### src/axi_lite_pkg.sv
`default_nettype none

// AXI4-Lite bus widths, response codes and front-end FSM states
package axi_lite_pkg;

    localparam int unsigned addr_width = 32;
    localparam int unsigned data_width = 32;
    localparam int unsigned strb_width = data_width / 8;

    localparam logic [1:0] resp_okay   = 2'b00;
    localparam logic [1:0] resp_slverr = 2'b10;

    // one transaction at a time, read or write
    typedef enum logic [2:0] {
        idle,
        read_wait,   // rd_stb issued, waiting on the register answer
        read_resp,
        write_data,  // address taken, waiting on the w channel
        write_wait,
        write_resp
    } axi_state_e;

endpackage

`default_nettype wire

### src/uart_pkg.sv
`default_nettype none

package uart_pkg;

    // register map, byte offsets
    localparam int unsigned reg_txdata = 'h0;
    localparam int unsigned reg_status = 'h4;
    localparam int unsigned reg_div    = 'h8;

    // status word bits
    localparam int unsigned stat_full_bit  = 0;
    localparam int unsigned stat_empty_bit = 1;
    localparam int unsigned stat_busy_bit  = 2;  // frame on the line

    localparam int unsigned tx_fifo_depth = 8;

    // one bit lasts div + 1 clocks
    localparam int unsigned div_width = 16;
    localparam int unsigned div_reset = 15;

    typedef enum logic [1:0] {
        tx_idle,
        tx_start,
        tx_data,
        tx_stop
    } tx_state_e;

endpackage

`default_nettype wire

### src/uart_axi_slave.sv
`timescale 1ns/1ps
`default_nettype none

module uart_axi_slave (
    input  logic                                clk,
    input  logic                                rst,

    input  logic [axi_lite_pkg::addr_width-1:0] araddr,
    input  logic                                arvalid,
    output logic                                arready,

    output logic [axi_lite_pkg::data_width-1:0] rdata,
    output logic [1:0]                          rresp,
    output logic                                rvalid,
    input  logic                                rready,

    input  logic [axi_lite_pkg::addr_width-1:0] awaddr,
    input  logic                                awvalid,
    output logic                                awready,

    input  logic [axi_lite_pkg::data_width-1:0] wdata,
    input  logic [axi_lite_pkg::strb_width-1:0] wstrb,
    input  logic                                wvalid,
    output logic                                wready,

    output logic [1:0]                          bresp,
    output logic                                bvalid,
    input  logic                                bready,

    output logic                                rd_stb,
    output logic [axi_lite_pkg::addr_width-1:0] rd_addr,
    output logic                                wr_stb,
    output logic [axi_lite_pkg::addr_width-1:0] wr_addr,
    output logic [axi_lite_pkg::data_width-1:0] wr_data,
    output logic [axi_lite_pkg::strb_width-1:0] wr_strb,
    input  logic [axi_lite_pkg::data_width-1:0] rd_data,
    input  logic                                rd_err,
    input  logic                                wr_err
);
    import axi_lite_pkg::*;

    axi_state_e state;

    logic ar_hs;
    logic aw_hs;
    logic w_hs;
    logic rd_done;
    logic wr_done;

    assign arready = (state == idle);
    assign awready = (state == idle) && !arvalid;  // a read wins a tie
    assign wready  = (state == write_data);

    assign ar_hs = arvalid && arready;
    assign aw_hs = awvalid && awready;
    assign w_hs  = wvalid && wready;

    // strobe has dropped, so the register answer is already registered
    assign rd_done = (state == read_wait) && !rd_stb;
    assign wr_done = (state == write_wait) && !wr_stb;

    always_ff @(posedge clk or posedge rst) begin
        if (rst) begin
            state  <= idle;
            rd_stb <= 1'b0;
            wr_stb <= 1'b0;
            rvalid <= 1'b0;
            bvalid <= 1'b0;
        end else begin
            rd_stb <= 1'b0;
            wr_stb <= 1'b0;
            case (state)
                idle: begin
                    if (ar_hs) begin
                        rd_stb <= 1'b1;
                        state  <= read_wait;
                    end else if (aw_hs) begin
                        state <= write_data;
                    end
                end
                read_wait: begin
                    if (rd_done) begin
                        rvalid <= 1'b1;
                        state  <= read_resp;
                    end
                end
                read_resp: begin
                    if (rready) begin
                        rvalid <= 1'b0;
                        state  <= idle;
                    end
                end
                write_data: begin
                    if (w_hs) begin
                        wr_stb <= 1'b1;
                        state  <= write_wait;
                    end
                end
                write_wait: begin
                    if (wr_done) begin
                        bvalid <= 1'b1;
                        state  <= write_resp;
                    end
                end
                write_resp: begin
                    if (bready) begin
                        bvalid <= 1'b0;
                        state  <= idle;
                    end
                end
                default: state <= idle;
            endcase
        end
    end

    always_ff @(posedge clk) begin
        if (ar_hs) rd_addr <= araddr;
        if (aw_hs) wr_addr <= awaddr;
        if (w_hs) begin
            wr_data <= wdata;
            wr_strb <= wstrb;
        end
        if (rd_done) begin
            rdata <= rd_data;
            rresp <= rd_err ? resp_slverr : resp_okay;
        end
        if (wr_done) bresp <= wr_err ? resp_slverr : resp_okay;
    end

    a_r_hold: assert property (@(posedge clk) disable iff (rst)
        rvalid && !rready |=> rvalid && $stable(rdata) && $stable(rresp))
        else $error("read response changed before rready");

    a_b_hold: assert property (@(posedge clk) disable iff (rst)
        bvalid && !bready |=> bvalid && $stable(bresp))
        else $error("write response changed before bready");

    a_one_stb: assert property (@(posedge clk) disable iff (rst)
        !(rd_stb && wr_stb))
        else $error("read and write strobes together");

endmodule

`default_nettype wire

### src/uart_regs.sv
`timescale 1ns/1ps
`default_nettype none

module uart_regs (
    input  logic                                clk,
    input  logic                                rst,
    input  logic                                rd_stb,
    input  logic [axi_lite_pkg::addr_width-1:0] rd_addr,
    input  logic                                wr_stb,
    input  logic [axi_lite_pkg::addr_width-1:0] wr_addr,
    input  logic [axi_lite_pkg::data_width-1:0] wr_data,
    input  logic [axi_lite_pkg::strb_width-1:0] wr_strb,
    output logic [axi_lite_pkg::data_width-1:0] rd_data,
    output logic                                rd_err,
    output logic                                wr_err,
    output logic                                push,
    output logic [7:0]                          push_data,
    input  logic                                full,
    input  logic                                empty,
    input  logic                                busy,
    output logic [uart_pkg::div_width-1:0]      div
);
    import uart_pkg::*;

    logic wr_txdata;
    logic wr_status;
    logic wr_div;
    logic rd_txdata;
    logic rd_status;
    logic rd_div;
    logic [$bits(rd_data)-1:0] rd_next;

    assign wr_txdata = (wr_addr == reg_txdata);
    assign wr_status = (wr_addr == reg_status);
    assign wr_div    = (wr_addr == reg_div);
    assign rd_txdata = (rd_addr == reg_txdata);
    assign rd_status = (rd_addr == reg_status);
    assign rd_div    = (rd_addr == reg_div);

    // a byte in lane 0 goes to the FIFO unless it is full
    assign push      = wr_stb && wr_txdata && wr_strb[0] && !full;
    assign push_data = wr_data[7:0];

    always_comb begin
        rd_next = '0;  // txdata reads back as zero
        if (rd_status) begin
            rd_next[stat_full_bit]  = full;
            rd_next[stat_empty_bit] = empty;
            rd_next[stat_busy_bit]  = busy;
        end else if (rd_div) begin
            rd_next[div_width-1:0] = div;
        end
    end

    always_ff @(posedge clk or posedge rst) begin
        if (rst) begin
            rd_err <= 1'b0;
            wr_err <= 1'b0;
            div    <= div_width'(div_reset);
        end else begin
            if (rd_stb) rd_err <= !(rd_txdata || rd_status || rd_div);
            if (wr_stb) begin
                wr_err <= !(wr_txdata || wr_status || wr_div)
                          || (wr_txdata && wr_strb[0] && full);  // byte dropped
                if (wr_div && wr_strb[0]) div[7:0] <= wr_data[7:0];
                if (wr_div && wr_strb[1]) div[div_width-1:8] <= wr_data[div_width-1:8];
            end
        end
    end

    always_ff @(posedge clk) begin
        if (rd_stb) rd_data <= rd_next;
    end

    a_stb_pulse: assert property (@(posedge clk) disable iff (rst)
        (rd_stb || wr_stb) |=> !(rd_stb || wr_stb))
        else $error("register strobe high for more than one cycle");

endmodule

`default_nettype wire

### src/uart_tx_fifo.sv
`timescale 1ns/1ps
`default_nettype none

module uart_tx_fifo #(
    parameter int unsigned depth = uart_pkg::tx_fifo_depth
) (
    input  logic       clk,
    input  logic       rst,
    input  logic       push,
    input  logic [7:0] push_data,
    input  logic       pop,
    output logic [7:0] pop_data,
    output logic       full,
    output logic       empty
);
    localparam int unsigned ptr_w = (depth > 1) ? $clog2(depth) : 1;
    localparam int unsigned cnt_w = $clog2(depth + 1);

    logic [7:0]       mem [depth];
    logic [ptr_w-1:0] wr_ptr;
    logic [ptr_w-1:0] rd_ptr;
    logic [cnt_w-1:0] count;

    // wraps for any depth, not only powers of two
    function automatic logic [ptr_w-1:0] next_ptr(input logic [ptr_w-1:0] p);
        return (p == ptr_w'(depth - 1)) ? '0 : p + 1'b1;
    endfunction

    assign full     = (count == cnt_w'(depth));
    assign empty    = (count == '0);
    assign pop_data = mem[rd_ptr];  // head byte

    always_ff @(posedge clk or posedge rst) begin
        if (rst) begin
            wr_ptr <= '0;
            rd_ptr <= '0;
            count  <= '0;
        end else begin
            if (push) wr_ptr <= next_ptr(wr_ptr);
            if (pop) rd_ptr <= next_ptr(rd_ptr);
            if (push && !pop) count <= count + 1'b1;
            else if (pop && !push) count <= count - 1'b1;
        end
    end

    always_ff @(posedge clk) begin
        if (push) mem[wr_ptr] <= push_data;
    end

    a_no_underflow: assert property (@(posedge clk) disable iff (rst) !(pop && empty))
        else $error("pop from empty FIFO");

    a_no_overflow: assert property (@(posedge clk) disable iff (rst) !(push && full))
        else $error("push into full FIFO");

endmodule

`default_nettype wire

### src/uart_tx.sv
`timescale 1ns/1ps
`default_nettype none

module uart_tx (
    input  logic                           clk,
    input  logic                           rst,
    input  logic [uart_pkg::div_width-1:0] div,
    input  logic                           empty,
    input  logic [7:0]                     pop_data,
    output logic                           pop,
    output logic                           busy,
    output logic                           tx
);
    import uart_pkg::*;

    tx_state_e            state;
    logic [div_width-1:0] div_q;    // divisor held for the whole frame
    logic [div_width-1:0] bit_cnt;
    logic [2:0]           bit_idx;
    logic [7:0]           shift;
    logic                 bit_done;

    assign pop      = (state == tx_idle) && !empty;
    assign busy     = (state != tx_idle);
    assign bit_done = (bit_cnt == '0);

    always_ff @(posedge clk or posedge rst) begin
        if (rst) begin
            state   <= tx_idle;
            tx      <= 1'b1;
            div_q   <= div_width'(div_reset);
            bit_cnt <= '0;
            bit_idx <= '0;
        end else begin
            if (state != tx_idle && !bit_done) bit_cnt <= bit_cnt - 1'b1;
            case (state)
                tx_idle: begin
                    if (pop) begin
                        state   <= tx_start;
                        tx      <= 1'b0;  // start bit
                        div_q   <= div;
                        bit_cnt <= div;
                    end
                end
                tx_start: begin
                    if (bit_done) begin
                        state   <= tx_data;
                        tx      <= shift[0];
                        bit_idx <= '0;
                        bit_cnt <= div_q;
                    end
                end
                tx_data: begin
                    if (bit_done) begin
                        bit_cnt <= div_q;
                        if (bit_idx == 3'd7) begin
                            state <= tx_stop;
                            tx    <= 1'b1;
                        end else begin
                            bit_idx <= bit_idx + 1'b1;
                            tx      <= shift[1];  // next bit, LSB first
                        end
                    end
                end
                tx_stop: begin
                    if (bit_done) state <= tx_idle;
                end
                default: state <= tx_idle;
            endcase
        end
    end

    always_ff @(posedge clk) begin
        if (pop) shift <= pop_data;
        else if (state == tx_data && bit_done) shift <= shift >> 1;
    end

endmodule

`default_nettype wire

### src/uart_top.sv
`timescale 1ns/1ps
`default_nettype none

module uart_top (
    input  logic                                clk,
    input  logic                                rst,

    input  logic [axi_lite_pkg::addr_width-1:0] araddr,
    input  logic                                arvalid,
    output logic                                arready,
    output logic [axi_lite_pkg::data_width-1:0] rdata,
    output logic [1:0]                          rresp,
    output logic                                rvalid,
    input  logic                                rready,

    input  logic [axi_lite_pkg::addr_width-1:0] awaddr,
    input  logic                                awvalid,
    output logic                                awready,
    input  logic [axi_lite_pkg::data_width-1:0] wdata,
    input  logic [axi_lite_pkg::strb_width-1:0] wstrb,
    input  logic                                wvalid,
    output logic                                wready,
    output logic [1:0]                          bresp,
    output logic                                bvalid,
    input  logic                                bready,

    output logic                                tx
);
    import uart_pkg::*;

    logic                                rd_stb;
    logic [axi_lite_pkg::addr_width-1:0] rd_addr;
    logic                                wr_stb;
    logic [axi_lite_pkg::addr_width-1:0] wr_addr;
    logic [axi_lite_pkg::data_width-1:0] wr_data;
    logic [axi_lite_pkg::strb_width-1:0] wr_strb;
    logic [axi_lite_pkg::data_width-1:0] rd_data;
    logic                                rd_err;
    logic                                wr_err;
    logic                                push;
    logic [7:0]                          push_data;
    logic                                pop;
    logic [7:0]                          pop_data;
    logic                                full;
    logic                                empty;
    logic                                busy;
    logic [div_width-1:0]                div;

    uart_axi_slave u_axi_slave (
        .clk     (clk),
        .rst     (rst),
        .araddr  (araddr),
        .arvalid (arvalid),
        .arready (arready),
        .rdata   (rdata),
        .rresp   (rresp),
        .rvalid  (rvalid),
        .rready  (rready),
        .awaddr  (awaddr),
        .awvalid (awvalid),
        .awready (awready),
        .wdata   (wdata),
        .wstrb   (wstrb),
        .wvalid  (wvalid),
        .wready  (wready),
        .bresp   (bresp),
        .bvalid  (bvalid),
        .bready  (bready),
        .rd_stb  (rd_stb),
        .rd_addr (rd_addr),
        .wr_stb  (wr_stb),
        .wr_addr (wr_addr),
        .wr_data (wr_data),
        .wr_strb (wr_strb),
        .rd_data (rd_data),
        .rd_err  (rd_err),
        .wr_err  (wr_err)
    );

    uart_regs u_regs (
        .clk       (clk),
        .rst       (rst),
        .rd_stb    (rd_stb),
        .rd_addr   (rd_addr),
        .wr_stb    (wr_stb),
        .wr_addr   (wr_addr),
        .wr_data   (wr_data),
        .wr_strb   (wr_strb),
        .rd_data   (rd_data),
        .rd_err    (rd_err),
        .wr_err    (wr_err),
        .push      (push),
        .push_data (push_data),
        .full      (full),
        .empty     (empty),
        .busy      (busy),
        .div       (div)
    );

    uart_tx_fifo #(
        .depth (tx_fifo_depth)
    ) u_tx_fifo (
        .clk       (clk),
        .rst       (rst),
        .push      (push),
        .push_data (push_data),
        .pop       (pop),
        .pop_data  (pop_data),
        .full      (full),
        .empty     (empty)
    );

    uart_tx u_tx (
        .clk      (clk),
        .rst      (rst),
        .div      (div),
        .empty    (empty),
        .pop_data (pop_data),
        .pop      (pop),
        .busy     (busy),
        .tx       (tx)
    );

endmodule

`default_nettype wire

### config.mk
export PLATFORM = sky130hd
export DESIGN_NAME = uart_top
export DESIGN_NICKNAME = d
export VERILOG_FILES = /design/src/axi_lite_pkg.sv /design/src/uart_pkg.sv /design/src/uart_axi_slave.sv /design/src/uart_regs.sv /design/src/uart_tx_fifo.sv /design/src/uart_tx.sv /design/src/uart_top.sv
export SDC_FILE = /design/constraint.sdc
export NUM_CORES = 1
export LEC_CHECK = 0
export ABC_AREA = 1
export BUFFER_PORTS_ARGS = -buffer_cell sky130_fd_sc_hd__buf_2
export CAP_MARGIN = 20
export CORE_MARGIN = 2
export CORE_UTILIZATION = 25
export DETAILED_ROUTE_END_ITERATION = 8
export PLACE_DENSITY = 0.43
export SLEW_MARGIN = 20
export SYNTH_ARGS = -nofsm -noshare
export SYNTH_HDL_FRONTEND = slang
export SYNTH_SLANG_ARGS = --single-unit
export TNS_END_PERCENT = 5
### constraint.sdc
create_clock -name clk -period 3.7 [get_ports clk]
set_input_delay 0.185 -clock clk [delete_from_list [all_inputs] [get_ports clk]]
set_output_delay 0.185 -clock clk [all_outputs]
set_load 0.02 [all_outputs]
# After elaboration in Yosys (flattened, before gate mapping)

Memory sizes are Yosys's and may differ from the RTL's.
Cells that the tools add are included.

Bits in registers: 199
Latch bits: 0
RAM bits: 64
Memory bits (read-only): 0
Bits of input ports: 107
Output and inout bits: 42
Logic and storage cells: 169
Memories: 1

Memories:

| name          | depth | bits a word | rd ports | clocked after Yosys merged registers in | write ports | line               | text |
|---|---|---|---|---|---|---|---|
| u_tx_fifo.mem | 8     | 8           | 1        | 0                                       | 1           | uart_tx_fifo.sv:19 | `logic [7:0] mem [depth];` |

Add/sub/neg operators: 6
Multiply operators: 0
Divide/modulo/power cells: 0
Order comparisons: 0
Eq/ne operators: 28
Shift operators: 0
Muxes and demuxes: 49
Bitwise gates (word level): 1
Reduce and logical (&&, ||, !) cells: 57

Operators with widths:

| operator                                              | count |
|---|---|
| equality test 32 x 3 -> 1 bit, second input constant  | 2 |
| equality test 32 x 4 -> 1 bit, second input constant  | 2 |
| zero test 32 bit                                      | 2 |
| 2-to-1 mux 16 bit                                     | 3 |
| 2-to-1 mux 3 bit                                      | 14 |
| case mux 16 bit (2 select lines)                      | 1 |
| logical AND 1 bit                                     | 18 |
| case mux 3 bit (6 select lines)                       | 1 |
| zero test 16 bit                                      | 1 |
| 2-to-1 mux 8 bit                                      | 2 |
| subtractor 16 x 1 -> 16 bit, second input constant    | 1 |
| equality test 3 bit, second input constant            | 5 |
| 2-to-1 mux 1 bit                                      | 14 |
| 2-to-1 mux 2 bit                                      | 7 |
| inequality test 2 x 1 -> 1 bit, second input constant | 6 |
| nonzero test 2 bit                                    | 6 |
| zero test 1 bit                                       | 10 |
| inequality test 2 bit, second input constant          | 5 |
| adder 3 x 1 -> 3 bit, second input constant           | 3 |
| 2-to-1 mux 4 bit                                      | 2 |
| case mux 2 bit (4 select lines)                       | 1 |
| AND reduction 4 bit                                   | 2 |
| equality test 3 x 2 -> 1 bit, second input constant   | 2 |
| case mux 3 bit (2 select lines)                       | 1 |
| other kinds (20)                                      | 30 |

# Logic depth before layout (Yosys ltp)

Word-level depth: 8
Gate-level depth with buffers: 16
Gate-level depth less buffers: 16

# Hierarchy

From an unflattened synthesis, not the netlist that was laid out.

Cells, all modules: 1160
Area total of the unflattened synthesis: 12577.1 sq um

Modules (own cells, without submodules):

| module         | instances | cells an instance | area each (sq um) | seq. area each (sq um) |
|---|---|---|---|---|
| uart_axi_slave | 1         | 208               | 4494.3            | 4199.0 |
| uart_tx_fifo   | 1         | 355               | 3374.5            | 2172.1 |
| uart_tx        | 1         | 348               | 2711.4            | 1197.4 |
| uart_regs      | 1         | 249               | 1996.9            | 935.9 |

# Worst setup path before layout

OpenSTA, ideal clock, no wires.

Path type: register to register
Start point: register u_axi_slave.state[0]
End point: register u_axi_slave.wr_addr[0] (netlist name), enable pin
Setup time: 461 ps
Data arrival time: 2884 ps
Required time: 3239 ps
Setup slack: 354 ps
Cell stages (with the launch flop): 4
Buffers on the path: 0
Period minus slack after synthesis: 3346 ps
Path through: dfrtp_1 -> nor2_1 -> nand2_1 -> nor3_1

Cells in the longest elaborated chain, start to end: 3

RTL lines:

| what                   | line                  | text |
|---|---|---|
| start, declared        | uart_axi_slave.sv:42  | `axi_state_e state;` |
| start signal, assigned | uart_axi_slave.sv:64  | `state <= idle;` |
| start signal, assigned | uart_axi_slave.sv:76  | `state <= read_wait;` |
| start signal, assigned | uart_axi_slave.sv:78  | `state <= write_data;` |
| zero test 3 bit        | uart_axi_slave.sv:51  | `assign awready = (state == idle) && !arvalid;` |
| logical AND 1 bit      | uart_axi_slave.sv:51  |  |
| logical AND 1 bit      | uart_axi_slave.sv:55  | `assign aw_hs = awvalid && awready;` |
| net u_axi_slave.aw_hs  | uart_axi_slave.sv:45  | `logic aw_hs;` |
| end signal, assigned   | uart_axi_slave.sv:118 | `if (aw_hs) wr_addr <= awaddr;` |
| end, declared          | uart_axi_slave.sv:33  | `output logic [axi_lite_pkg::addr_width-1:0] wr_addr,` |

The timed path passes the listed nets, and every way through them passes these cells.
A chain may end at the register's enable or synchronous reset.

# Worst setup path after layout

Start point: register u_axi_slave.wr_addr[16] (netlist name)
End point: register u_tx_fifo.count[3]

Cells in the longest elaborated chain, start to end: 7
Elaborated cells between the ends (all ways): 9
Those cells by class: mux (1); reduce/logical (8)

RTL lines:

| what                                | line               | text |
|---|---|---|
| zero test 32 bit *                  | uart_regs.sv:33    | `assign wr_txdata = (wr_addr == reg_txdata);` |
| logical AND 1 bit * (3 in a row)    | uart_regs.sv:41    | `assign push = wr_stb && wr_txdata && wr_strb[0] && !full;` |
| net push                            | uart_top.sv:40     | `logic push;` |
| zero test 1 bit                     | uart_tx_fifo.sv:42 | `else if (pop && !push) count <= count - 1'b1;` |
| logical AND 1 bit                   | uart_tx_fifo.sv:42 |  |
| nonzero test 2 bit (no source line) | -                  |  |
| end signal, assigned                | uart_tx_fifo.sv:41 | `if (push && !pop) count <= count + 1'b1;` |
| end signal, assigned                | uart_tx_fifo.sv:42 |  |
| end, declared                       | uart_tx_fifo.sv:22 | `logic [cnt_w-1:0] count;` |

The timed path passes the listed nets; every way through them passes the cells marked *.

==> flow_summary.toml <==
[status]
outcome = "finished clean"

[cells_and_area]
post-route-util_pct = 32.34
fin_area_um2 = 13960
drive_gt1_share_pct = 19.47
fin_nets = 1302
diodes = 0
synthToLayoutAreaGrowth_pct = 27.43

[timing]
finalWorstSetupSlack_ps = 1187
finalSetupViolCount = 0
setup_tns_ps = 0
hold_viol = 0
post-route-min-period_ps = 2513
slew_violations = 0
fin_crit_sh_pct = 67.92
fmax_mhz = 397.9
worst_pin_slew_ps = 888.4
rsz0062_at_grt = "false"
max_slew_margin_pct = 40.55
finalClockSkew_ps = 11.38

[clock_tree]
clk_path_buf_depth = 3
root_buffer = "clkbuf_16"
cts_max_level = 1
cts_resized = 0
cts_buffers = 30
postCtsSetupBuffers = 0
cts_tree = "done"
cts.sinks = 261
clock_latency_ps = 550
path_clk_slew_ps = 60

[placement]
placed_cell_area_um2 = 12160
place_congestion = 0.7264
port_buffers = 112
post-place-ws_ps = 1149
dpl.hpwl_um = 16850

[pwr]
comb_power_share_pct = 9.8
p_clk_share_pct = 39.3
p_seq_share_pct = 50.8
power_mw = 7.158
leakage_nw = 5.606
p_sw_share_pct = 24.99
p_int_mw = 5.369
power.density_nw_per_um2 = 512.7
ir_drop_mv = 0.4129
power.net_switching_mw = 1.789

[synth]
ys_async_sr_fraction_pct = 27.97
syn-cell-area_um2 = 10960
ys_top_cells_by_count = "188 x edfxtp_1, 179 x nand2_1, 149 x nor2_1"
synth_top_area_cell = "edfxtp_1"
ys_ff_latch = 261
synth.distinct_cells = 48
ys_seq_area_share_pct = 68.31
yosysWarningCount = 0
yosysMostFrequentCell = "edfxtp_1"
post-synth-top-area-fraction_pct = 51.53
synthCells = 962
synthFlopType = "edfxtp_1"
avgSynthCellArea_um2 = 11.39
synth_edf_count = 188
synth_area_leaders = "edfxtp_1 52%, dfrtp_1 15%, nand2_1 6.1%, nor2_1 5.1%, inv_1 3.0%"

[setup_path]
crit_slowest_cell = "edfxtp_1"
cp-start-kind = "register"
critical_path_class = "register to register"
cp_max_fo = 7
cp.required_ps = 4140
crit_top_cell = "nor2_1"
end_kind = "register"
critPathBufInv = 2
critical-path-top-delay-family = "simple AND/OR/NAND/NOR gates"
path_cells = "nor2_1 > nand2_1 > nor2_1 > nand2_1 > nor2_1 > nand2_1 > inv_2 > ha_1 > inv_1 > ha_1 > a21o_1 > a21oi_1 > nor2_1 > nor2_1 > nand2_1 > xor2_1"
worst_path_largest_cell_delay_ps = 360
worstPathArrival_ps = 2950

[route]
drt_first_pass_iters = 4
drt_iter0_drc = 414
wl_per_cell_um = 13.91
final_antenna_net_count = 0
drt-total-wl_um = 24850
vias = 7272
drc_errors = 0
viasPerCell = 4.069

[grt]
grt_overflow_total = 0
grt_pass1_vias = 7366
grt_antenna_before_repair = 0
grt_util_all_layers_pct = 11.19
grt_max_degree = 35
grt_pass1_wl_um = 40080

[die]
die_h_um = 213.3
rows = 76
initial_utilization_pct = 25.38
core_um2 = 43170
die_area_um2 = 45510
die_width_um = 213.3
io_pins = 149

[flow_run]
timing.max_cap.violations = 0

[min_path]
holdCritPathClass = "input pin to register"
## worst register-to-register path: cells and delay by family, from the launching register on
family	cells	cell delay, ps
flip-flops	1	360
XOR/XNOR	1	140
adder cells (fa/ha/maj)	2	470
AND/OR/NAND/NOR	9	890
buffers and inverters	2	210
AO/OA/AOI/OAI	2	320
## cells by family (layout without fill, tap and decap cells)
kind of cell	Yosys count	after routing	share of synthesized area [%]
simple gates	402	402	15.62
flops	261	261	68.31
compound gates	138	138	7.812
buf+inv	134	357	5.470
fa+ha+maj	16	16	1.896
xor+xnor	6	6	0.4797
mux	4	4	0.3769
other cells	1	18	0.03423
## worst paths after layout
kind                                          from               endpoint  slack [ps]  cells after the start
min                                        arvalid   u_axi_slave.state[1]          90                      4
min in group asynchronous                      rst          u_regs.rd_err         270                      3
max reg2reg                u_axi_slave.wr_addr[16]     u_tx_fifo.count[3]        1190                     16
min reg2reg                     u_regs.rd_data[14]  u_axi_slave.rdata[14]         420                      0
max                        u_axi_slave.wr_addr[16]     u_tx_fifo.count[3]        1190                     16
max in group asynchronous                      rst                u_tx.tx        2600                      4
## layout make-up
class | count | area [um^2]
sequential | 261 | 7485
clock inverter | 17 | 126.4
tap | 585 | 732.0
inverter | 94 | 352.8
fill | 4419 | 29210
clock buffer | 38 | 820.8
timing repair buffer | 208 | 1494
multi-input combinational | 584 | 2950
## power groups by stage
stage	sequential, mW	clock, mW	combinational (mW)
after global placement	3.69	0	0.648
after detailed placement	3.70	0	0.651
after CTS	3.64	2.92	0.723
after global routing	3.67	3.03	0.781
final	3.64	2.82	0.705
after floorplan	3.75	0	0.318
## state kept, by name (all words and copies together) (netlist names), 2 cells and up
register	count
u_tx.state	2
u_regs.div	16
u_axi_slave.wr_addr	32
u_axi_slave.wr_strb	2
u_tx_fifo.rd_ptr	3
u_tx.shift	8
u_tx.bit_idx	3
u_axi_slave.rdata	16
u_tx_fifo.wr_ptr	3
u_regs.rd_data	16
u_tx.bit_cnt	16
u_tx_fifo.mem	64
u_axi_slave.rd_addr	32
u_tx_fifo.count	4
u_axi_slave.state	3
u_axi_slave.wr_data	16
u_tx.div_q	16
## per-layer routing
layer	global-route usage, %	part of all wire, %	up-vias	routed length, um
met3	1.699	3.7	35	916
li1	-	-	3655	-
met1	15.34	47	3449	11680
met5	0	0	-	0
met4	3.281	2.2	0	556
met2	18.38	47	133	11690
## what timing repair did
action	in CTS	in global routing
hold endpoints to repair	104	0
hold buffers	85	0
endpoints found under the setup margin	0	0
## per-stage QoR
step           instances  hold slack (ps)
4_1_cts             1787            74.84
6_report            1787            94.69
3_3_place_gp        1647            306.0
3_5_place_dp        1647            311.6
5_1_grt             1787            147.4
2_1_floorplan        979            283.9
## cells in the final DEF (no fill, tap or decap), types with 5 or more instances in the layout
cell type      Yosys  final
nand3_1           38     38
dlygate4sd3_1      0     85
edfxtp_1         188    188
o211ai_1          11     11
nand4_1            6      6
ha_1              15     15
o21ai_2           17     17
inv_2              6      7
nand2_1          179    179
dfstp_2            9      9
clkinv_2           0      9
buf_4             20     11
nor2_2             6      7
nor2_1           149    148
o21ai_1           32     33
dfrtp_1           64     63
conb_1             1     18
o21ai_0           51     50
a21oi_1            5      5
inv_1             88     87
buf_2              5    112
clkbuf_16          0     30
Power figures use the tool's default switching activity.
